### config.mk
export PLATFORM = sky130hd
export DESIGN_NAME = mutative_set_ram
export DESIGN_NICKNAME = d
export VERILOG_FILES = /design/src/hdl/mutative_set_ram.sv
export VERILOG_INCLUDE_DIRS = /design/src /design/src/hdl
export SDC_FILE = /design/constraint.sdc
export NUM_CORES = 1
export LEC_CHECK = 0
export ABC_AREA = 1
export BUFFER_PORTS_ARGS = -buffer_cell sky130_fd_sc_hd__buf_4
export CAP_MARGIN = 20
export CORE_MARGIN = 2
export CORE_UTILIZATION = 54
export CTS_CLUSTER_DIAMETER = 80
export DETAILED_ROUTE_END_ITERATION = 10
export PLACE_DENSITY = 0.83
export REMOVE_ABC_BUFFERS = 1
export SYNTH_ARGS = -nofsm -noshare
export SYNTH_HDL_FRONTEND = slang
export SYNTH_SLANG_ARGS = --single-unit
export TNS_END_PERCENT = 50
### constraint.sdc
create_clock -name clk -period 1.46 [get_ports clk]
set_input_delay 0.073 -clock clk [delete_from_list [all_inputs] [get_ports clk]]
set_output_delay 0.073 -clock clk [all_outputs]
set_load 0.005 [all_outputs]
### src/hdl/mutative_defines.svh
`ifndef MUTATIVE_DEFINES_SVH
`define MUTATIVE_DEFINES_SVH

// maximum associativity, fewer ways active in the smaller modes
`define MUT_WAYS         8
`define MUT_WAY_IDX_BITS 3

// set index stays fixed across all modes
`define MUT_SETS         16
`define MUT_SET_BITS     4

// 32 byte lines
`define MUT_LINE_BITS    256
`define MUT_OFFSET_BITS  5

// 32 - set - offset
`define MUT_TAG_BITS     23

`endif

### src/hdl/mutative_set_ram.sv
`include "mutative_defines.svh"

module mutative_set_ram #(
    parameter type entry_t        = logic,
    parameter bit  CLEAR_ON_RESET = 1'b0,
    localparam int ENTRY_BITS     = $bits(entry_t),
    localparam int MASK_BITS      = (ENTRY_BITS + 7) / 8
) (
    input  logic                     clk,
    input  logic                     rst,
    input  logic                     csb,
    input  logic                     web,
    input  logic [MASK_BITS-1:0]     wmask,
    input  logic [`MUT_SET_BITS-1:0] addr,
    input  entry_t                   din,
    output entry_t                   dout
);

    logic [ENTRY_BITS-1:0] mem [`MUT_SETS];
    logic [ENTRY_BITS-1:0] din_bits;
    logic [ENTRY_BITS-1:0] wr_bits;

    assign din_bits = din;

    // merge by byte lane, narrow entries use lane 0 as a whole
    always_comb begin
        for (int i = 0; i < ENTRY_BITS; i++) begin
            wr_bits[i] = wmask[i / 8] ? din_bits[i] : mem[addr][i];
        end
    end

    if (CLEAR_ON_RESET) begin : g_clear
        always_ff @(posedge clk or posedge rst) begin
            if (rst) begin
                for (int s = 0; s < `MUT_SETS; s++) begin
                    mem[s] <= '0;
                end
                dout <= entry_t'('0);
            end else if (!csb) begin
                if (!web) mem[addr] <= wr_bits;
                else      dout      <= entry_t'(mem[addr]);
            end
        end
    end else begin : g_plain
        always_ff @(posedge clk) begin
            if (!csb) begin
                if (!web) mem[addr] <= wr_bits;
                else      dout      <= entry_t'(mem[addr]); // dout holds across writes
            end
        end
    end

endmodule

## Word level (Yosys, flattened, before mapping)

Memories as Yosys holds them, arrays and structs flattened.
Cells that the tools add are included.

- Register bits: 1
- Memory bits (writable): 16
- Bits of input ports: 10
- Output and inout bits: 1
- Logic and storage cells: 8
- Memories: 1

Memory list:

| name | words | bits a word | read ports | clocked after memory_dff | write ports | line | RTL |
|---|---|---|---|---|---|---|---|
| mem | 16 | 1 | 1 | 0 | 1 | mutative_set_ram.sv:19 | `` logic [ENTRY_BITS-1:0] mem [`MUT_SETS]; `` |

- Muxes and demuxes: 4
- Bitwise logic cells: 1
- Reductions and logical operators: 1

Operators by type and width:

| cell | count |
|---|---|
| $mux 1 | 4 |
| $reduce_and 2->1 | 1 |
| $not 1->1 | 1 |

## Depth between registers and ports, before layout

- Depth in word-level cells: 3
- Depth in mapped cells: 9
- Mapped depth without buffers: 9

## Worst setup path before layout

Ideal clock, no wire load.

- Path type: register to register
- From: mem mem[11] (netlist bit)
- To: mem mem[0] (netlist bit), data pin
- Setup time: 0.320 ns
- Data arrival time: 0.936 ns
- Data required time: 1.140 ns
- Setup slack: 0.205 ns
- Stages on the path, launching flop included: 9
- Buffers on the path: 0
- Clock period less this slack: 1.255 ns
- Cell sequence: edfxtp_1 -> nand2_1 -> nand2_1 -> nand2_1 -> nand2_1 -> nand2_1 -> nand2_1 -> o21ai_1 -> nand2_1

RTL lines:

| what | line |
|---|---|
| start: declaration | mutative_set_ram.sv:19 |

==> key figures <==
Route
  – Initial DRC count: 8
  – DRT antenna net count: 0
  – WL/cell: 11.2 um
  – Final WL: 1460 um
  – Avg Vias per Cell: 4.98
  – Drt first pass iters: 4
  – Residual DRC: 0
  – Routed vias: 647

Logic synthesis
  – Cells after Synth: 100
  – Share of the synthesized area in the top cell type: 0.609
  – Synth cell types: 9
  – Most frequent cell after synthesis: nand2_1
  – Top cells by instance count after synthesis: nand2_1 (45), nor2_1 (21), edfxtp_1 (17)
  – Seq/Total Area, Yosys: 0.609
  – Post-Syn Area per Cell: 8.38 um^2
  – Synth Warn #: 0
  – Most used DFF post-synth: edfxtp_1
  – EDFF count, synth: 17
  – Post-synth top area cell: edfxtp_1
  – Flop and latch count out of synthesis: 17
  – Fraction of registers with async set/reset: 0
  – Synth area leaders: edfxtp_1 (61%), nand2_1 (20%), nor2_1 (9.4%)
  – Post-Syn Area: 838 um^2

Pwr
  – Leakage: 0.442 nW
  – Total Power: 0.888 mW
  – Power density cells: 928 mW/mm^2
  – Peak VDD IR: 0.000647 V

Clock network
  – Clk Tree Root Cell: clkbuf_4
  – Clock Sinks: 17
  – Clk_lat worst skew: 290 ps
  – Clock slew at reported path FFs: 90 ps
  – TritonCTS clock tree: done
  – Hold Buf Count CTS: 0
  – Post-CTS resize count: 0
  – Max H-tree Level: 1
  – Post-CTS Setup Inserts: 0
  – Worst-case clock buffer depth: 2
  – Total CTS buffers: 3

Cells and area
  – Fillers: 136
  – Area Growth Syn to Fin: 14.2%
  – Post-route cell area: 957 um^2
  – # nets final: 125
  – Final non-filler cell total: 130
  – Antenna Cells: 0
  – Layout cells sized above 1: 0.149

Critical path
  – CP endpoint kind: flop
  – Worst-path fanout max: 8
  – Critical setup path kind: reg2reg
  – Worst setup SP type: flop
  – Worst EP arrival: 1380 ps
  – WP data required: 1500 ps

GRT
  – Largest net degree at the start of global routing: 12
  – Met3 Usage GRT: 0.0375
  – GRT Total Usage: 0.183
  – Top Usage Layer GRT: met2
  – Number of global-route vias before repair: 616
  – Routing usage on met2: 0.313
  – Met1 Usage GRT: 0.202
  – Global-route wire length before repair: 2370 um
  – Initial antenna violation count: 0
  – Grt ovf: 0

Placed design
  – Area of placed instances: 930 um^2
  – DP Wirelength: 1110 um
  – Port-buffer cells: 9
  – Dpl cells: 126
  – Final GP Congestion: 0.811

Floorplan
  – Initial Utilization: 0.563
  – Core Region: 0.00149 mm^2
  – Die Area: 0.00188 mm^2
  – Core Rows: 14
  – I/O Pins: 11
  – DIE WIDTH: 43.4 um
  – Die H: 43.4 um

STA
  – Setup TNS: 0 ps
  – Slew Limit Fails: 0
  – Worst slew margin: 0.824
  – Min Hold Slack: 70.4 ps
  – Min cycle time layout: 1330 ps
  – Worst Skew: 3.35 ps
  – Final setup vio count: 0
  – Final hold viol count: 0
  – Slew @ Worst Pin: 263 ps
  – Max Fclk: 751 MHz
  – Unrepaired setup endpoints after global routing: false
  – Final worst path period share: 0.913

Worst hold path
  – Min-delay worst type: in2reg

Status
  – Run status: finished, final reports clean

Job
  – Max cap viols: 0
==> power breakdown <==
| group | total, mW | internal, mW | switching, mW | leakage, nW |
|---|---|---|---|---|
| Sequential | 0.550 | 0.549 | 0.00118 | 0.155 |
| Clock | 0.236 | 0.102 | 0.134 | 0.0177 |
| Combinational | 0.102 | 0.0396 | 0.0624 | 0.269 |
| Total | 0.888 | 0.690 | 0.198 | 0.442 |
==> critical path, stage by stage (launching register included) <==
cell and delay [ps]:
edfxtp_1 390, nand2_1 80, nand2_1 50, nand2_1 50, nand2_1 50, nand2_1 70
nand2_1 50, o21ai_1 120, nand2_1 70, buf_4 160
==> logic make-up (layout without fill, tap and decap cells) <==
kind of cell           count (synthesis)  after routing  synth area share
AND/OR/NAND/NOR                       71             71             0.327
flip-flops                            17             17             0.609
buffers and inverters                 11             25            0.0582
AO/OA/AOI/OAI                          1              1           0.00596
==> flip-flops by register name (all words and copies together) (netlist names) <==
| register | count |
|---|---|
| dout | 1 |
| mem | 16 |
==> stage by stage <==
stage	worst slack, ps	utilization
3_3_place_gp	157	0.624
3_5_place_dp	135	0.624
4_1_cts	115	0.643
2_1_floorplan	205	-
6_report	128	0.643
5_1_grt	8.05	0.643
==> worst paths after layout <==
path / cells past startpoint / slack [ps] / to / from
setup reg to reg: 9 / 130 / mem[10] / mem[9]
hold reg to reg: 6 / 760 / dout / mem[0]
setup / recovery: 9 / 130 / mem[10] / mem[9]
hold / removal: 2 / 70 / dout / csb
==> area by class of cell <==
type	count	area, um^2	area share
clock inverter	1	5.00	0.00523
timing repair buffer	11	82.6	0.0863
tap	16	20.0	0.0209
sequential	17	510	0.533
clock buffer	3	22.5	0.0235
inverter	10	37.5	0.0392
multi-input combinational	72	279	0.292
==> cells in the final DEF (no fill, tap or decap) <==
| cell | Yosys | layout |
|---|---|---|
| o21ai_1 | 1 | 1 |
| edfxtp_1 | 17 | 17 |
| inv_1 | 8 | 8 |
| inv_2 | 2 | 2 |
| nand2_1 | 45 | 45 |
| nor2_1 | 21 | 21 |
| nand3_1 | 4 | 4 |
| nand4_1 | 1 | 1 |
| clkbuf_4 | 0 | 3 |
| clkinv_2 | 0 | 1 |
| buf_4 | 0 | 11 |
==> per-layer routing <==
layer | share of wire | vias to the layer above
li1 | - | 342
met3 | 0.049 | 4
met5 | 0 | -
met1 | 0.46 | 288
met4 | 0.026 | 0
met2 | 0.47 | 13
Power figures use the tool's default switching activity.
