==> src/hdl/mutative_defines.svh <==
`ifndef MUTATIVE_DEFINES_SVH
`define MUTATIVE_DEFINES_SVH

// maximum associativity, fewer ways active in the smaller modes
`define MUT_WAYS         8
`define MUT_WAY_IDX_BITS 3

// set index stays fixed across all modes
`define MUT_SETS         16
`define MUT_SET_BITS     4

// 32 byte lines
`define MUT_LINE_BITS    256
`define MUT_OFFSET_BITS  5

// 32 - set - offset
`define MUT_TAG_BITS     23

`endif

==> src/hdl/mutative_types.sv <==
`include "mutative_defines.svh"

package mutative_types;

    // cpu byte address split
    typedef struct packed {
        logic [`MUT_TAG_BITS-1:0]    tag;
        logic [`MUT_SET_BITS-1:0]    set_index;
        logic [`MUT_OFFSET_BITS-1:0] offset;
    } cache_address_t;

    typedef struct packed {
        logic                     dirty;
        logic [`MUT_TAG_BITS-1:0] tag;
    } tag_entry_t;

    // everything one way returns for a set
    typedef struct packed {
        logic                      valid;
        logic                      dirty;
        logic [`MUT_TAG_BITS-1:0]  tag;
        logic [`MUT_LINE_BITS-1:0] data;
    } way_output_t;

    typedef enum logic [1:0] {
        MODE_DM,
        MODE_2WAY,
        MODE_4WAY,
        MODE_8WAY
    } mode_t;

    typedef enum logic [2:0] {
        IDLE,
        COMPARE,
        WRITEBACK,
        FILL,
        FILL_WAIT,
        FLUSH_READ,
        FLUSH_WRITE
    } ctrl_state_t;

    typedef logic [`MUT_WAYS-1:0] way_mask_t;

    function automatic way_mask_t active_ways(mode_t m);
        return way_mask_t'((1 << (1 << m)) - 1); // low 1, 2, 4 or 8 ways
    endfunction

endpackage

==> src/hdl/mutative_plru.sv <==
`include "mutative_defines.svh"

module mutative_plru (
    input  logic                          clk,
    input  logic                          rst,
    input  logic [`MUT_SET_BITS-1:0]      set_index,
    input  logic                          touch,
    input  logic [`MUT_WAY_IDX_BITS-1:0]  touch_way,
    input  mutative_types::mode_t         mode,
    output logic [`MUT_WAY_IDX_BITS-1:0]  victim_way
);
    import mutative_types::*;

    localparam int NODES = `MUT_WAYS - 1;

    // node 0 root, 1..2 halves, 3..6 pairs
    // a set bit points the victim toward the upper child
    logic [NODES-1:0] tree [`MUT_SETS];
    logic [NODES-1:0] cur;
    logic [NODES-1:0] updated;
    logic             v2;
    logic             v1;
    logic             v0;

    assign cur = tree[set_index];

    // walk only the subtree covering the active ways
    always_comb begin
        v2 = (mode == MODE_8WAY) ? cur[0] : 1'b0;
        v1 = (mode == MODE_4WAY || mode == MODE_8WAY) ? cur[1 + v2] : 1'b0;
        v0 = (mode != MODE_DM) ? cur[3 + {v2, v1}] : 1'b0;
        victim_way = {v2, v1, v0};
    end

    // point every node on the path away from the touched way
    always_comb begin
        updated = cur;
        updated[0] = ~touch_way[2];
        updated[1 + touch_way[2]] = ~touch_way[1];
        updated[3 + touch_way[2:1]] = ~touch_way[0];
    end

    always_ff @(posedge clk or posedge rst) begin
        if (rst) begin
            for (int s = 0; s < `MUT_SETS; s++) begin
                tree[s] <= '0;
            end
        end else if (touch) begin
            tree[set_index] <= updated;
        end
    end

endmodule

==> config.mk <==
export PLATFORM = sky130hd
export DESIGN_NAME = mutative_plru
export DESIGN_NICKNAME = d
export VERILOG_FILES = /design/src/hdl/mutative_types.sv /design/src/hdl/mutative_plru.sv
export VERILOG_INCLUDE_DIRS = /design/src /design/src/hdl
export SDC_FILE = /design/constraint.sdc
export NUM_CORES = 1
export LEC_CHECK = 0
export BUFFER_PORTS_ARGS = -buffer_cell sky130_fd_sc_hd__clkbuf_2
export CAP_MARGIN = 30
export CORE_MARGIN = 10
export CORE_UTILIZATION = 40
export DETAILED_ROUTE_END_ITERATION = 7
export GPL_TIMING_DRIVEN = 1
export SKIP_CTS_REPAIR_TIMING = 1
export SYNTH_ARGS = -nofsm -noshare
export SYNTH_HDL_FRONTEND = slang
export SYNTH_SLANG_ARGS = --single-unit
export TNS_END_PERCENT = 20
==> constraint.sdc <==
create_clock -name clk -period 5.2 [get_ports clk]
set_input_delay 0.26 -clock clk [delete_from_list [all_inputs] [get_ports clk]]
set_output_delay 0.26 -clock clk [all_outputs]
set_load 0.01 [all_outputs]
# ---- After elaboration in Yosys (flattened, before gate mapping)
# Cells that the tools add are included.
dict set report classes {
  magnitude_cmp 8
  bitwise 4
  muxes 19
  reduce_logical 5
  eq_ne 2
  addsub 4
}
# operator count
set ops {}
lappend ops {{$bwmux 112} 1}
lappend ops {{$bmux 7 s4} 1}
lappend ops {{$demux 7 s4} 1}
lappend ops {{$mux 7} 3}
lappend ops {{$bwmux 7} 2}
lappend ops {{$lt 2x4->1 const B} 2}
lappend ops {{$lt 3x4->1 const B} 2}
lappend ops {{$mux 1} 7}
lappend ops {{$add 2x2->3 const A} 2}
lappend ops {{$bmux 1 s3} 2}
lappend ops {{$demux 1 s3} 2}
lappend ops {{$ge 5x5->1 const B} 1}
lappend ops {{$lt 5x1->1 const B} 1}
lappend ops {{$not 4->5} 1}
lappend ops {{$add 1x1->2 const A} 2}
lappend ops {{$eq 2x2->1 const B} 2}
lappend ops {{$ge 3x1->1 const B} 1}
lappend ops {{$logic_and 1x1->1} 3}
lappend ops {{$not 1->1} 3}
lappend ops {{$ge 2x1->1 const B} 1}
lappend ops {{$reduce_bool 2->1} 1}
lappend ops {{$logic_or 1x1->1} 1}
dict set report totals {
  inputBits 12
  regBits 112
  output_inout_bits 3
  elab_cells 58
}

# ---- Logic depth before layout (Yosys ltp)
dict set report depth {
  word_depth 13
  ltp_mapped 11
  ltp_nobuf 7
}

# ---- Worst setup path after synthesis
# OpenSTA, ideal clock, no wires.
dict set report synth_timing {
  kind {input port to output port}
  startpoint {input set_index[1]}
  endpoint {output victim_way[0]}
  stages 9
  setup_slack_ps 2924
  arrival_time_ps 2016
  t_required_ps 4940
  path_cell_list {buf_6 -> buf_6 -> buf_6 -> mux4_2 -> o211ai_1 -> nand2_1 -> and2_4 -> a221oi_2 -> buf_4}
}
dict set report synth_between {
  elab_chain_len 13
}
# item line_no
set synth_lines {}
lappend synth_lines {{start, declared} mutative_plru.sv:6} ;# input logic [`MUT_SET_BITS-1:0] set_index,
lappend synth_lines {{$not 4->5 (implied by the code) *} mutative_plru.sv:25} ;# assign cur = tree[set_index];
lappend synth_lines {{$bmux 7 s4 *} mutative_plru.sv:25}
lappend synth_lines {{$mux 7 (implied by the code) * (2 in a row)} mutative_plru.sv:25}
lappend synth_lines {{$mux 1 *} mutative_plru.sv:29} ;# v2 = (mode == MODE_8WAY) ? cur[0] : 1'b0;
lappend synth_lines {{via v2} mutative_plru.sv:21} ;# logic v2;
lappend synth_lines {{$add 1x1->2} mutative_plru.sv:30} ;# v1 = (mode == MODE_4WAY || mode == MODE_8WAY) ? cur[1 + v2] : 1'b0;
lappend synth_lines {{$bmux 1 s3} mutative_plru.sv:30}
lappend synth_lines {{$mux 1 (implied by the code)} mutative_plru.sv:30}
lappend synth_lines {{$mux 1} mutative_plru.sv:30}
lappend synth_lines {{$add 2x2->3 *} mutative_plru.sv:31} ;# v0 = (mode != MODE_DM) ? cur[3 + {v2, v1}] : 1'b0;
lappend synth_lines {{$bmux 1 s3 *} mutative_plru.sv:31}
lappend synth_lines {{$mux 1 (implied by the code) *} mutative_plru.sv:31}
lappend synth_lines {{$mux 1 *} mutative_plru.sv:31}
lappend synth_lines {{end, declared} mutative_plru.sv:10} ;# output logic [`MUT_WAY_IDX_BITS-1:0] victim_way
# Mark *: on every way through the listed nets, which the timed path passes. The rest lies on a longest branch. The select of a mux whose other input is x is not followed.

# ---- Worst setup path in the final report
dict set report layout_timing {
  startpoint {input set_index[1]}
  endpoint {output victim_way[0]}
}
dict set report layout_between {
  elab_chain_len 13
}
# item line_no
set layout_lines {}
lappend layout_lines {{$not 4->5 (implied by the code) *} mutative_plru.sv:25}
lappend layout_lines {{$bmux 7 s4 *} mutative_plru.sv:25}
lappend layout_lines {{$mux 7 (implied by the code) * (2 in a row)} mutative_plru.sv:25}
lappend layout_lines {{$mux 1} mutative_plru.sv:29}
lappend layout_lines {{$add 1x1->2} mutative_plru.sv:30}
lappend layout_lines {{$bmux 1 s3} mutative_plru.sv:30}
lappend layout_lines {{$mux 1 (implied by the code)} mutative_plru.sv:30}
lappend layout_lines {{$mux 1} mutative_plru.sv:30}
lappend layout_lines {{$add 2x2->3} mutative_plru.sv:31}
lappend layout_lines {{$bmux 1 s3 *} mutative_plru.sv:31}
lappend layout_lines {{$mux 1 (implied by the code) *} mutative_plru.sv:31}
lappend layout_lines {{$mux 1 *} mutative_plru.sv:31}
# Mark *: on every way between the ends. The rest lies on a longest branch, timed or not. The select of a mux whose other input is x is not followed.

==> summary.txt <==
STA
  – Final worst path period need: 2.94 ns
  – Final setup violation count: 0
  – Hold Vio Cnt, Final: 0
  – Fin Clk Skew: 0.00717 ns
  – Worst slew pin tran: 0.962 ns
  – Setup TNS: 0 ns
  – Worst relative slew slack: 35.6%
  – Fin crit share: 56.6%
  – RSZ-0062 raised after global routing: false
  – Max Fclk: 0.340 GHz
  – Fin. max-slew vios: 0

Layout
  – Biggest regs: tree (112)
  – Storage cell area: 2800 µm²
  – Largest Register: tree
  – Area Growth Syn to Fin: 8.60%
  – Multi-input gate area: 2340 µm²
  – Fillers: 1232
  – Layout cells sized above 1: 23.4%
  – Max reg flops: 112
  – Nets@finish: 491
  – N_diodes: 0

Floorplan
  – Initial core utilization: 40.8%
  – Core Box Area: 13200 µm²
  – Die height: 136 µm
  – Die area: 18500 µm²
  – I/O pins: 15
  – Row Count: 42
  – Die X-Extent: 136 µm

Yosys
  – Most numerous cell in the Yosys netlist: dfrtp_1
  – Mux share of post-synthesis cell area: 19.0%
  – Synth top area cells: dfrtp_1 52%, mux4_2 10%, mux2_2 5.6%, nor2_1 4.6%, a21oi_1 4.1%
  – Register bit total from synthesis: 112
  – Cell taking the most area after synthesis: dfrtp_1
  – Commonest cells post-synth: 112 x dfrtp_1, 66 x nor2_1, 48 x nand2_1
  – Syn nets: 488
  – Compound-Gate Fraction of Synth Area: 11.7%
  – Top-area cell type share of the netlist area: 52.1%
  – Adder-Cell Fraction of Synth Area: 1.16%
  – Top FF cell, synth: dfrtp_1
  – Library cells used by synthesis: 38
  – Ys async rst share: 100%
  – Cell Area, Synth: 5380 µm²
  – Largest family of logic cells by synthesized area: multiplexers
  – Synth warnings: 0
  – XOR/XNOR Fraction of Synth Area: 0%
  – Synth Instances: 471
  – Simple-gate area share of the yosys netlist: 11.6%
  – Syn_area_per_cell: 11.4 µm²
  – Post-synth EDFFs: 0
  – Sequential share of the synthesized area: 52.1%

Power and ir drop
  – Clock network fraction of total power: 27.2%
  – PD cells: 422 nW/µm²
  – Switching share of power: 29.2%
  – Net switching power: 0.719 mW
  – Worst VDD drop: 169 µV
  – Leak: 2.50 nW
  – Seq pwr share: 50.0%
  – Int Power: 1.75 mW
  – Total power: 2.46 mW
  – Combinational group share of total power: 22.8%

Critical path
  – Cell Chain, Critical Path: clkbuf_2 > buf_4 > mux4_2 > nand2b_1 > nand3_1 > nand2_1 > and2_4 > a221oi_2 > clkbuf_2
  – Arr. time, crit path: 2.68 ns
  – Critical Path Start Type: input port
  – CP most frequent cell: clkbuf_2
  – CP peak stage delay: 0.54 ns
  – Type of the worst setup path: in2out
  – Critical Path End Type: primary output
  – CP max stage cell: mux4_2
  – Data required time of the worst path: 4.94 ns
  – Crit Path Max Fanout: 18

CTS
  – CTS sink count: 112
  – Worst-skew pair later-pin latency: 0.35 ns
  – TritonCTS buffer count: 9
  – Clock Tree Buf Depth: 2
  – CTS tree: yes
  – CTS Root Cell: clkbuf_16
  – H-tree level count: 3
  – CTS clk-pin slew, worst paths: 0.07 ns

Min path
  – Hold WC Path Type: in2async

Routing
  – Post-detailed-route count of antenna-violating nets: 0
  – Vias/cell: 5.36
  – DRT Pass-1 Iters: 5
  – Via count: 3513
  – Initial DRC Count: 279
  – WL per Instance: 18.5 µm
  – # DRC: 0
  – Routed wire length: 12100 µm

GRT
  – Gr usage total: 13.7%
  – Largest net degree at the start of global routing: 62
  – Vias in the first global route: 3559
  – Grt total ovfl: 0
  – First-pass GRT wire length: 19700 µm
  – Antenna violations before repair: 0

Placement
  – Dpl hpwl: 8580 µm
  – Port bufs: 14
  – Routability cong.: 0.841

Flow run
  – Max_cap viols: 0

Status
  – Status: completed
power by group through the flow:
stage          registers, mW  clock network (mW)  logic [mW]
2_1_floorplan           1.20                   0       0.465
3_3_place_gp            1.24                   0       0.542
3_5_place_dp            1.25                   0       0.568
4_1_cts                 1.23               0.684       0.568
5_1_grt                 1.26               0.720       0.633
6_report                1.23               0.670       0.562
layer usage:
metal / global-route usage, % / vias up / part of all wire [%] / routed length [µm]
li1: - / 1662 / - / -
met1: 18.4 / 1778 / 46 / 5540
met2: 21.4 / 56 / 49 / 5910
met3: 2.66 / 17 / 3.7 / 444
met4: 5.50 / 0 / 1.8 / 221
met5: 0 / - / 0 / 0
final timing paths:
path / slack, ns / end / startpoint / depth (start not counted)
hold reg to reg: 0.48 / tree[96] / tree[96] / 2
max in group asynchronous: 4.04 / tree[0] / rst / 3
setup reg to reg: 2.92 / tree[94] / tree[80] / 6
min in group clk: 0.48 / tree[96] / tree[96] / 2
hold / removal: 0.03 / tree[36] / rst / 2
setup / recovery: 2.26 / victim_way[0] / set_index[1] / 9
per-stage QoR:
stage / instances / instance area, µm² / worst slack [ns] / hold slack [ns] / util, %
6_report: 655 / 5840 / 2.26 / 0.0325 / 44.3
4_1_cts: 655 / 5840 / 2.24 / 0.0665 / 44.3
2_1_floorplan: 471 / 5380 / 1.98 / 0.442 / -
5_1_grt: 655 / 5840 / 2.10 / 0.101 / 44.3
3_3_place_gp: 638 / 5550 / 2.14 / 0.432 / 42.1
3_5_place_dp: 639 / 5560 / 2.08 / 0.438 / 42.1
cell families (layout without fill, tap and decap cells):
family / count (synthesis) / after routing
multiplexers: 61 / 61
buffers and inverters: 40 / 48
flip-flops: 112 / 112
adder cells (fa/ha/maj): 5 / 5
AO/OA/AOI/OAI: 106 / 106
AND/OR/NAND/NOR: 147 / 147
worst max-delay path: cells and delay by family:
family                 cells  cell delay, ns
AOI/OAI and AO/OA          1            0.25
buffers and inverters      3            1.02
muxes                      1            0.54
and+or+nand+nor            4            0.58
placed cells by master (no fill, tap or decap), drive strengths merged:
master	netlist	layout
nand3	15	15
a31oi	2	2
clkinv	0	1
ha	5	5
nor2	66	66
nor2b	3	3
mux4	27	27
and2	1	1
nor3b	1	1
a22oi	5	5
a21oi	55	55
nand3b	2	2
buf	17	13
o211ai	1	1
clkbuf	18	28
nand2b	8	8
mux2	27	27
inv	5	5
and3	1	1
o21a	2	2
nand4	1	1
o21ai	38	38
or3	1	1
dfrtp	112	112
nand2	48	48
a41oi	1	1
mux2i	7	7
a221oi	1	1
a21boi	1	1
clkinvlp	0	1
area by class of cell:
cell class	instances	share of cell area [%]
Sequential cell	112	48.0
Multi-Input combinational cell	319	40.1
Clock buffer	14	4.69
Tap cell	176	3.77
Timing Repair Buffer	27	2.93
Inverter	5	0.364
Clock inverter	2	0.214
(Power assumes the default switching activity.)
