`src/hdl/mutative_defines.svh`:
```
`ifndef MUTATIVE_DEFINES_SVH
`define MUTATIVE_DEFINES_SVH

// maximum associativity, fewer ways active in the smaller modes
`define MUT_WAYS         8
`define MUT_WAY_IDX_BITS 3

// set index stays fixed across all modes
`define MUT_SETS         16
`define MUT_SET_BITS     4

// 32 byte lines
`define MUT_LINE_BITS    256
`define MUT_OFFSET_BITS  5

// 32 - set - offset
`define MUT_TAG_BITS     23

`endif

```
`src/hdl/mutative_types.sv`:
```
`include "mutative_defines.svh"

package mutative_types;

    // cpu byte address split
    typedef struct packed {
        logic [`MUT_TAG_BITS-1:0]    tag;
        logic [`MUT_SET_BITS-1:0]    set_index;
        logic [`MUT_OFFSET_BITS-1:0] offset;
    } cache_address_t;

    typedef struct packed {
        logic                     dirty;
        logic [`MUT_TAG_BITS-1:0] tag;
    } tag_entry_t;

    // everything one way returns for a set
    typedef struct packed {
        logic                      valid;
        logic                      dirty;
        logic [`MUT_TAG_BITS-1:0]  tag;
        logic [`MUT_LINE_BITS-1:0] data;
    } way_output_t;

    typedef enum logic [1:0] {
        MODE_DM,
        MODE_2WAY,
        MODE_4WAY,
        MODE_8WAY
    } mode_t;

    typedef enum logic [2:0] {
        IDLE,
        COMPARE,
        WRITEBACK,
        FILL,
        FILL_WAIT,
        FLUSH_READ,
        FLUSH_WRITE
    } ctrl_state_t;

    typedef logic [`MUT_WAYS-1:0] way_mask_t;

    function automatic way_mask_t active_ways(mode_t m);
        return way_mask_t'((1 << (1 << m)) - 1); // low 1, 2, 4 or 8 ways
    endfunction

endpackage

```
`src/hdl/mutative_fsm.sv`:
```
`include "mutative_defines.svh"

module mutative_fsm (
    input  logic                            clk,
    input  logic                            rst,
    input  logic [31:0]                     ufp_addr,
    input  logic [3:0]                      ufp_rmask,
    input  logic [3:0]                      ufp_wmask,
    input  logic [31:0]                     ufp_wdata,
    input  logic                            hit,
    input  logic                            victim_dirty,
    input  logic                            victim_valid,
    input  logic                            dfp_resp,
    input  mutative_types::mode_t           mode_req,
    output mutative_types::cache_address_t  req,
    output logic [3:0]                      req_rmask,
    output logic [3:0]                      req_wmask,
    output logic [31:0]                     req_wdata,
    output mutative_types::way_mask_t       array_csb,
    output mutative_types::way_mask_t       array_web,
    output logic                            fill_sel,
    output logic [`MUT_SET_BITS-1:0]        ram_set,
    output logic                            plru_touch,
    output logic                            flush_active,
    output logic [`MUT_WAY_IDX_BITS-1:0]    flush_way,
    output logic                            ufp_resp,
    output logic                            dfp_read,
    output logic                            dfp_write,
    output logic                            dfp_sel,
    output mutative_types::mode_t           mode
);
    import mutative_types::*;

    ctrl_state_t              state;
    cache_address_t           cpu_addr;
    way_mask_t                lookup_ways;
    logic [`MUT_SET_BITS-1:0] flush_set;
    logic                     cpu_request;
    logic                     need_wb;
    logic                     way_done;
    logic                     set_done;

    assign cpu_addr     = ufp_addr;
    assign cpu_request  = |ufp_rmask || |ufp_wmask;
    assign lookup_ways  = active_ways(mode);
    assign need_wb      = victim_valid && victim_dirty; // victim or flush way
    assign flush_active = (state == FLUSH_READ) || (state == FLUSH_WRITE);

    // clean or invalid ways are skipped in a single cycle
    assign way_done = (state == FLUSH_WRITE) && (!need_wb || dfp_resp);
    assign set_done = way_done && (&flush_way);

    always_ff @(posedge clk or posedge rst) begin
        if (rst) begin
            state     <= IDLE;
            mode      <= MODE_DM;
            flush_set <= '0;
            flush_way <= '0;
        end else begin
            case (state)
                IDLE: begin
                    if (cpu_request)           state <= COMPARE;
                    else if (mode_req != mode) state <= FLUSH_READ;
                end
                COMPARE: begin
                    if (hit)          state <= IDLE;
                    else if (need_wb) state <= WRITEBACK;
                    else              state <= FILL;
                end
                WRITEBACK: if (dfp_resp) state <= FILL;
                FILL:      if (dfp_resp) state <= FILL_WAIT;
                FILL_WAIT: state <= COMPARE; // lookup again, hits now
                FLUSH_READ: state <= FLUSH_WRITE;
                FLUSH_WRITE: begin
                    if (set_done) begin
                        if (&flush_set) begin
                            mode  <= mode_req; // every way is invalid by now
                            state <= IDLE;
                        end else begin
                            state <= FLUSH_READ;
                        end
                    end
                end
                default: state <= IDLE;
            endcase
            // both counters wrap back to zero on their own
            if (way_done) flush_way <= flush_way + 1'b1;
            if (set_done) flush_set <= flush_set + 1'b1;
        end
    end

    always_ff @(posedge clk) begin
        if (state == IDLE && cpu_request) begin
            req       <= cpu_addr;
            req_rmask <= ufp_rmask;
            req_wmask <= ufp_wmask;
            req_wdata <= ufp_wdata;
        end
    end

    always_comb begin
        array_csb  = '1;
        array_web  = '1;
        ram_set    = req.set_index;
        fill_sel   = 1'b0;
        plru_touch = 1'b0;
        ufp_resp   = 1'b0;
        dfp_read   = 1'b0;
        dfp_write  = 1'b0;
        dfp_sel    = 1'b0;
        case (state)
            IDLE: begin
                ram_set = cpu_addr.set_index; // read straight off the cpu port
                if (cpu_request) array_csb = ~lookup_ways;
            end
            COMPARE: begin
                ufp_resp   = hit;
                plru_touch = hit;
                if (hit && |req_wmask) begin
                    array_csb = ~lookup_ways;
                    array_web = ~lookup_ways;
                end
            end
            WRITEBACK: begin
                dfp_write = 1'b1;
                dfp_sel   = 1'b1;
            end
            FILL: begin
                dfp_read = 1'b1;
                fill_sel = 1'b1;
                if (dfp_resp) begin
                    array_csb = ~lookup_ways;
                    array_web = ~lookup_ways;
                end
            end
            FILL_WAIT: array_csb = ~lookup_ways;
            FLUSH_READ: begin
                ram_set   = flush_set;
                array_csb = '0;
            end
            FLUSH_WRITE: begin
                ram_set   = flush_set;
                dfp_sel   = 1'b1;
                dfp_write = need_wb;
                if (set_done) begin
                    array_csb = '0; // invalidate the whole set
                    array_web = '0;
                end
            end
            default: ;
        endcase
    end

endmodule

```
`config.mk`:
```
export PLATFORM = sky130hd
export DESIGN_NAME = mutative_fsm
export DESIGN_NICKNAME = d
export VERILOG_FILES = /design/src/hdl/mutative_types.sv /design/src/hdl/mutative_fsm.sv
export VERILOG_INCLUDE_DIRS = /design/src /design/src/hdl
export SDC_FILE = /design/constraint.sdc
export NUM_CORES = 1
export LEC_CHECK = 0
export BUFFER_PORTS_ARGS = -buffer_cell sky130_fd_sc_hd__buf_2
export CAP_MARGIN = 40
export CORE_MARGIN = 3
export CORE_UTILIZATION = 25
export DETAILED_ROUTE_END_ITERATION = 7
export PLACE_DENSITY_LB_ADDON = 0.2
export SLEW_MARGIN = 20
export SYNTH_ARGS = -nofsm -noshare
export SYNTH_HDL_FRONTEND = slang
export SYNTH_SLANG_ARGS = --single-unit
```
`constraint.sdc`:
```
create_clock -name clk -period 5.9 [get_ports clk]
set_input_delay 0.295 -clock clk [delete_from_list [all_inputs] [get_ports clk]]
set_output_delay 0.295 -clock clk [all_outputs]
set_load 0.01 [all_outputs]
```
Yosys cells after proc, flatten, opt, wreduce, memory -nomap -nowiden

Cells that the tools add are included.

Word-level logic and storage cells: 66
Flip-flop bits (word level): 84
Bits in latches: 0
Memories kept: 0
Output and inout port bits: 104
ROM bits: 0
RAM bits: 0

Bitwise gates (word level): 1
Order comparisons: 0
Multiply operators: 0
Multiplexer cells: 20
Shift-type cells: 2
Equality and inequality tests: 11
Div/mod/pow operators: 0
Reduce and logical (&&, ||, !) cells: 19
Add/sub/neg operators: 3

Operators with widths:

| operator             | number |
|---|---|
| $pmux 8 s6           | 1 |
| $mux 8               | 4 |
| $shl 1x2->32 const A | 1 |
| $shl 1x32->8 const A | 1 |
| $pmux 8 s3           | 1 |
| $pmux 3 s7           | 1 |
| $mux 3               | 6 |
| $reduce_or 4->1      | 3 |
| $eq 3x3->1 const B   | 3 |
| $not 8->8            | 1 |
| $pmux 4 s2           | 1 |
| $reduce_and 4->1     | 2 |
| $sub 8x2->8 const B  | 1 |
| $eq 3x2->1 const B   | 2 |
| $ne 2x2->1 const B   | 3 |
| $reduce_and 6->1     | 1 |
| $logic_and 1x1->1    | 5 |
| $add 4x1->4 const B  | 1 |
| $mux 1               | 4 |
| $reduce_or 2->1      | 2 |
| $add 3x1->3 const B  | 1 |
| $eq 3x1->1 const B   | 1 |
| $logic_not 3->1      | 1 |
| $logic_or 1x1->1     | 3 |
| 6 further kinds      | 6 |

Longest topological paths before layout

Word-level depth: 7
Depth in mapped cells: 7

Worst setup path after synthesis

OpenSTA, ideal clock, no wires.

Path kind: reg2reg
From: register state[2]
To: register req[0] in the netlist's numbering, enable pin
Slack: 1.371 ns
Data arrival time: 4.027 ns
Clock period less this slack: 4.529 ns
Stages on the path, launching flop included: 5
Cells stage by stage: dfrtp_1 > buf_2 > buf_2 > or3_1 > nor2_1

Longest elaborated chain between the ends: 2

RTL lines:

| what                   | RTL line           | source |
|---|---|---|
| from (decl)            | mutative_fsm.sv:34 | `ctrl_state_t state;` |
| from (signal assigned) | mutative_fsm.sv:55 | `state <= IDLE;` |
| from (signal assigned) | mutative_fsm.sv:62 | `if (cpu_request) state <= COMPARE;` |
| from (signal assigned) | mutative_fsm.sv:63 | `else if (mode_req != mode) state <= FLUSH_READ;` |
| $logic_not 3->1        | mutative_fsm.sv:93 | `if (state == IDLE && cpu_request) begin` |
| $logic_and 1x1->1      | mutative_fsm.sv:93 |  |
| to (signal assigned)   | mutative_fsm.sv:94 | `req <= cpu_addr;` |
| to (decl)              | mutative_fsm.sv:15 | `output mutative_types::cache_address_t req,` |

Every way passes these cells.
A chain may end at the register's enable or synchronous reset.

Worst setup path in the final report

From: register state[2]
To: output port ram_set[3]

Longest elaborated chain between the ends: 3
Elaborated cells on any way between the ends: 5

RTL lines:

| what                      | RTL line            | source |
|---|---|---|
| $eq 3x3->1                | mutative_fsm.sv:111 | `case (state)` |
| $reduce_or 2->1 (no line) | n/a                 |  |
| $pmux 4 s2 (*)            | mutative_fsm.sv:111 |  |
| to (decl)                 | mutative_fsm.sv:22  | `` output logic [`MUT_SET_BITS-1:0] ram_set, `` |

Every way passes the cells marked *; elsewhere a longest branch is shown, timed or not.

==> results by group <==
Run status
  • Status: complete, no violations

Global route
  • First-pass GRT wire length: 13200 um
  • GR Overflow Total: 0
  • Global-route usage over all layers: 11.9%
  • Initial antenna violation count: 0
  • Vias in the first global route: 2517
  • Largest net degree at the start of global routing: 56

Run
  • Max cap viols: 0

Clock network
  • TritonCTS buffer count: 9
  • CTS tree: built
  • Clock transition at path regs: roughly 60 ps
  • Hold Buf Count CTS: 1
  • Clock sinks: 84
  • Clock tree buffer depth: 2
  • Clk_lat worst skew: 330 ps
  • H-tree levels: 3
  • CTS root buf: clkbuf_16
  • Resize count post-CTS: 0
  • Setup Fix Bufs, Post-CTS: 0

Routing
  • Iteration-0 DRC Markers: 145
  • Vias/cell: 4.35
  • DRC violations left: 0
  • Avg WL per Cell: approximately 15 um
  • Via Count: roughly 2.5k
  • Final WL: 8930 um
  • Post-route antenna net violation count: 0
  • DR pass1 iterations: 4

Placed design
  • Gpl congestion: between 0.7 and 0.8
  • DP HPWL: 6900 um
  • # port buffers: 183

STA
  • Final setup fails: 0
  • Max Clk Rate: 0.388 GHz
  • Relative slew slack: 53.7%
  • Final min period: 2580 ps
  • RSZ-0062 raised after global routing: false
  • Tcrit/Tclk final: 43.7%
  • Final hold slack: 132 ps
  • Worst-Margin Slew: about 690 ps
  • Setup TNS: 0 ps
  • Fin Clk Skew: 6.21 ps
  • Final Hold Fails: 0
  • Pins Over Slew Limit: 0

Floorplanning
  • Die Y: 122 um
  • Core area: 12900 sq um
  • Row count: 41
  • Die area: 14900 sq um
  • Die width: 122 um
  • I/O Pins: 184
  • Initial core utilization: a little over a quarter

Critical path
  • Worst Setup End Kind: output pin
  • CP required: 5610 ps
  • Worst Setup Start Kind: flip-flop
  • Arr. time, crit path: 2280 ps
  • Critical path fanouts, max: 21
  • Crit path kind: flip-flop to output pin

Final layout
  • Share of cells above drive strength 1: 51.7%
  • Fin nets: 491
  • Area occupied by multi-input gates: 821 sq um
  • FILL cells: 1314
  • Synth-to-layout area growth: 40.3%
  • Reg area: 2460 sq um
  • ANT cells: 0

Synth
  • Post-Syn Nets: 309
  • EDFF count, synth: 72
  • Warnings, synthesis: 0
  • Sequential area share after synthesis: 72.9%
  • Asr flop ratio synth: 14.3%
  • Synthesis-stage register bit count: between 80 and 90
  • Library cells used by synthesis: 42
  • Mapped Area: roughly 3400 sq um
  • Syn_area_per_cell: 15.0 sq um
  • Top_reg_cell synth: edfxtp_1
  • Syn Inst Count: 225

Worst hold path
  • Hold crit path type: input pin to flip-flop

Power
  • Worst vdd ir: 0.000196 V
  • Leakage: 2.01 nW
  • Pwr dens: about 450 nW/um^2
## cells in the final DEF, fill, tap and decap left out, types with 2 or more instances in the layout
master and n:
buf_2 183, edfxtp_1 72, nor2_1 19, o21ai_0 15, nand2_1 13, dfrtp_1 12
clkbuf_16 9, a21oi_1 7, mux2_2 5, o2111ai_1 5, mux2i_1 5, nor3_1 4
nor2b_1 4, o21a_1 4, a22oi_1 4, ha_1 4, xnor2_1 3, xor2_1 3
nand2b_1 3, a21boi_0 3, nand3_1 2, o211ai_1 2, and2_1 2, clkinvlp_4 2
## sequential cells by signal (all words and copies together) (netlist names)
| name | cells |
|---|---|
| req | 32 |
| req_wdata | 32 |
| flush_set | 4 |
| req_rmask | 4 |
| req_wmask | 4 |
| flush_way | 3 |
| state | 3 |
| mode | 2 |
## synthesized netlist by cell type, types with 2 or more instances
cell type / number / area share, %
a21oi_1: 7 / 1.0
and2_1: 2 / 0.37
buf_4: 7 / 1.6
nor2_1: 20 / 2.2
nand2_1: 13 / 1.4
nor3_1: 4 / 0.59
o2111ai_1: 5 / 1.3
ha_1: 4 / 1.5
nand2b_1: 3 / 0.56
clkbuf_1: 2 / 0.22
a21boi_0: 3 / 0.67
xnor2_1: 3 / 0.78
o21a_1: 4 / 0.89
nor2b_1: 4 / 0.74
edfxtp_1: 72 / 64
a22oi_1: 4 / 0.89
dfrtp_1: 12 / 8.9
nand3_1: 2 / 0.30
o211ai_1: 2 / 0.44
mux2_2: 5 / 1.7
mux2i_1: 5 / 1.5
o21ai_0: 15 / 2.2
xor2_1: 3 / 0.78
buf_2: 6 / 0.89
## worst paths after layout
kind / from / to / slack, ps / cells past startpoint
max reg2reg: state[0] / req[8] / 3750 / 4
min in group asynchronous: rst / flush_set[1] / 520 / 3
max in group asynchronous: rst / state[2] / 5050 / 3
min reg2reg: flush_way[0] / flush_way[0] / 510 / 1
max: state[2] / ram_set[3] / 3320 / 5
min: ufp_addr[13] / req[13] / 130 / 1
## routing by layer
| layer | up-vias | global-route usage [%] | wire, um | part of all wire (%) |
|---|---|---|---|---|
| li1 | 1207 | - | - | - |
| met1 | 1209 | 13.5 | 3470 | 39 |
| met2 | 104 | 20.3 | 4610 | 52 |
| met3 | 14 | 3.87 | 664 | 7.4 |
| met4 | 0 | 5.32 | 187 | 2.1 |
| met5 | - | 0 | 0 | 0 |
## power by group
part | leakage [nW] | internal [mW] | switching [mW]
clock | 0.120 | 0.280 | 0.213
sequential | 0.824 | 0.839 | 0.0814
combinational | 1.07 | 0.283 | 0.433
## metrics by stage
step	instances	worst slack [ps]	power [mW]	utilization, %	instance area [sq um]
2_1_floorplan	225	1370	1.36	-	3380
5_1_grt	582	3110	2.27	36.7	4740
3_3_place_gp	565	3490	1.63	34.3	4430
3_5_place_dp	566	3530	1.65	34.5	4460
4_1_cts	581	3150	2.16	36.5	4720
6_report	582	3320	2.13	36.7	4740
## worst max-delay path: stages (launching register included)
cell and delay, ps:
dfrtp_1 790, inv_2 260, maj3_1 480, a22oi_1 160
o21ai_0 110, buf_2 150
## kinds of logic (layout without fill, tap and decap cells)
logic type,Yosys count,in the layout,synth area share (%)
flops,84,84,72.9
simple gates,57,57,8.45
compound gates,45,45,9.15
buf+inv,18,203,3.00
mux,10,10,3.15
xor+xnor,6,6,1.56
fa+ha+maj,5,5,1.78
## area by class of cell
| cell class | count | share of cell area, % |
|---|---|---|
| clock inverter | 4 | 0.607 |
| clock buffer | 10 | 4.83 |
| tap | 172 | 4.54 |
| sequential | 84 | 52.0 |
| inverter | 2 | 0.158 |
| multi-input combinational | 123 | 17.3 |
| timing repair buffer | 187 | 20.6 |
(Power assumes the default switching activity.)
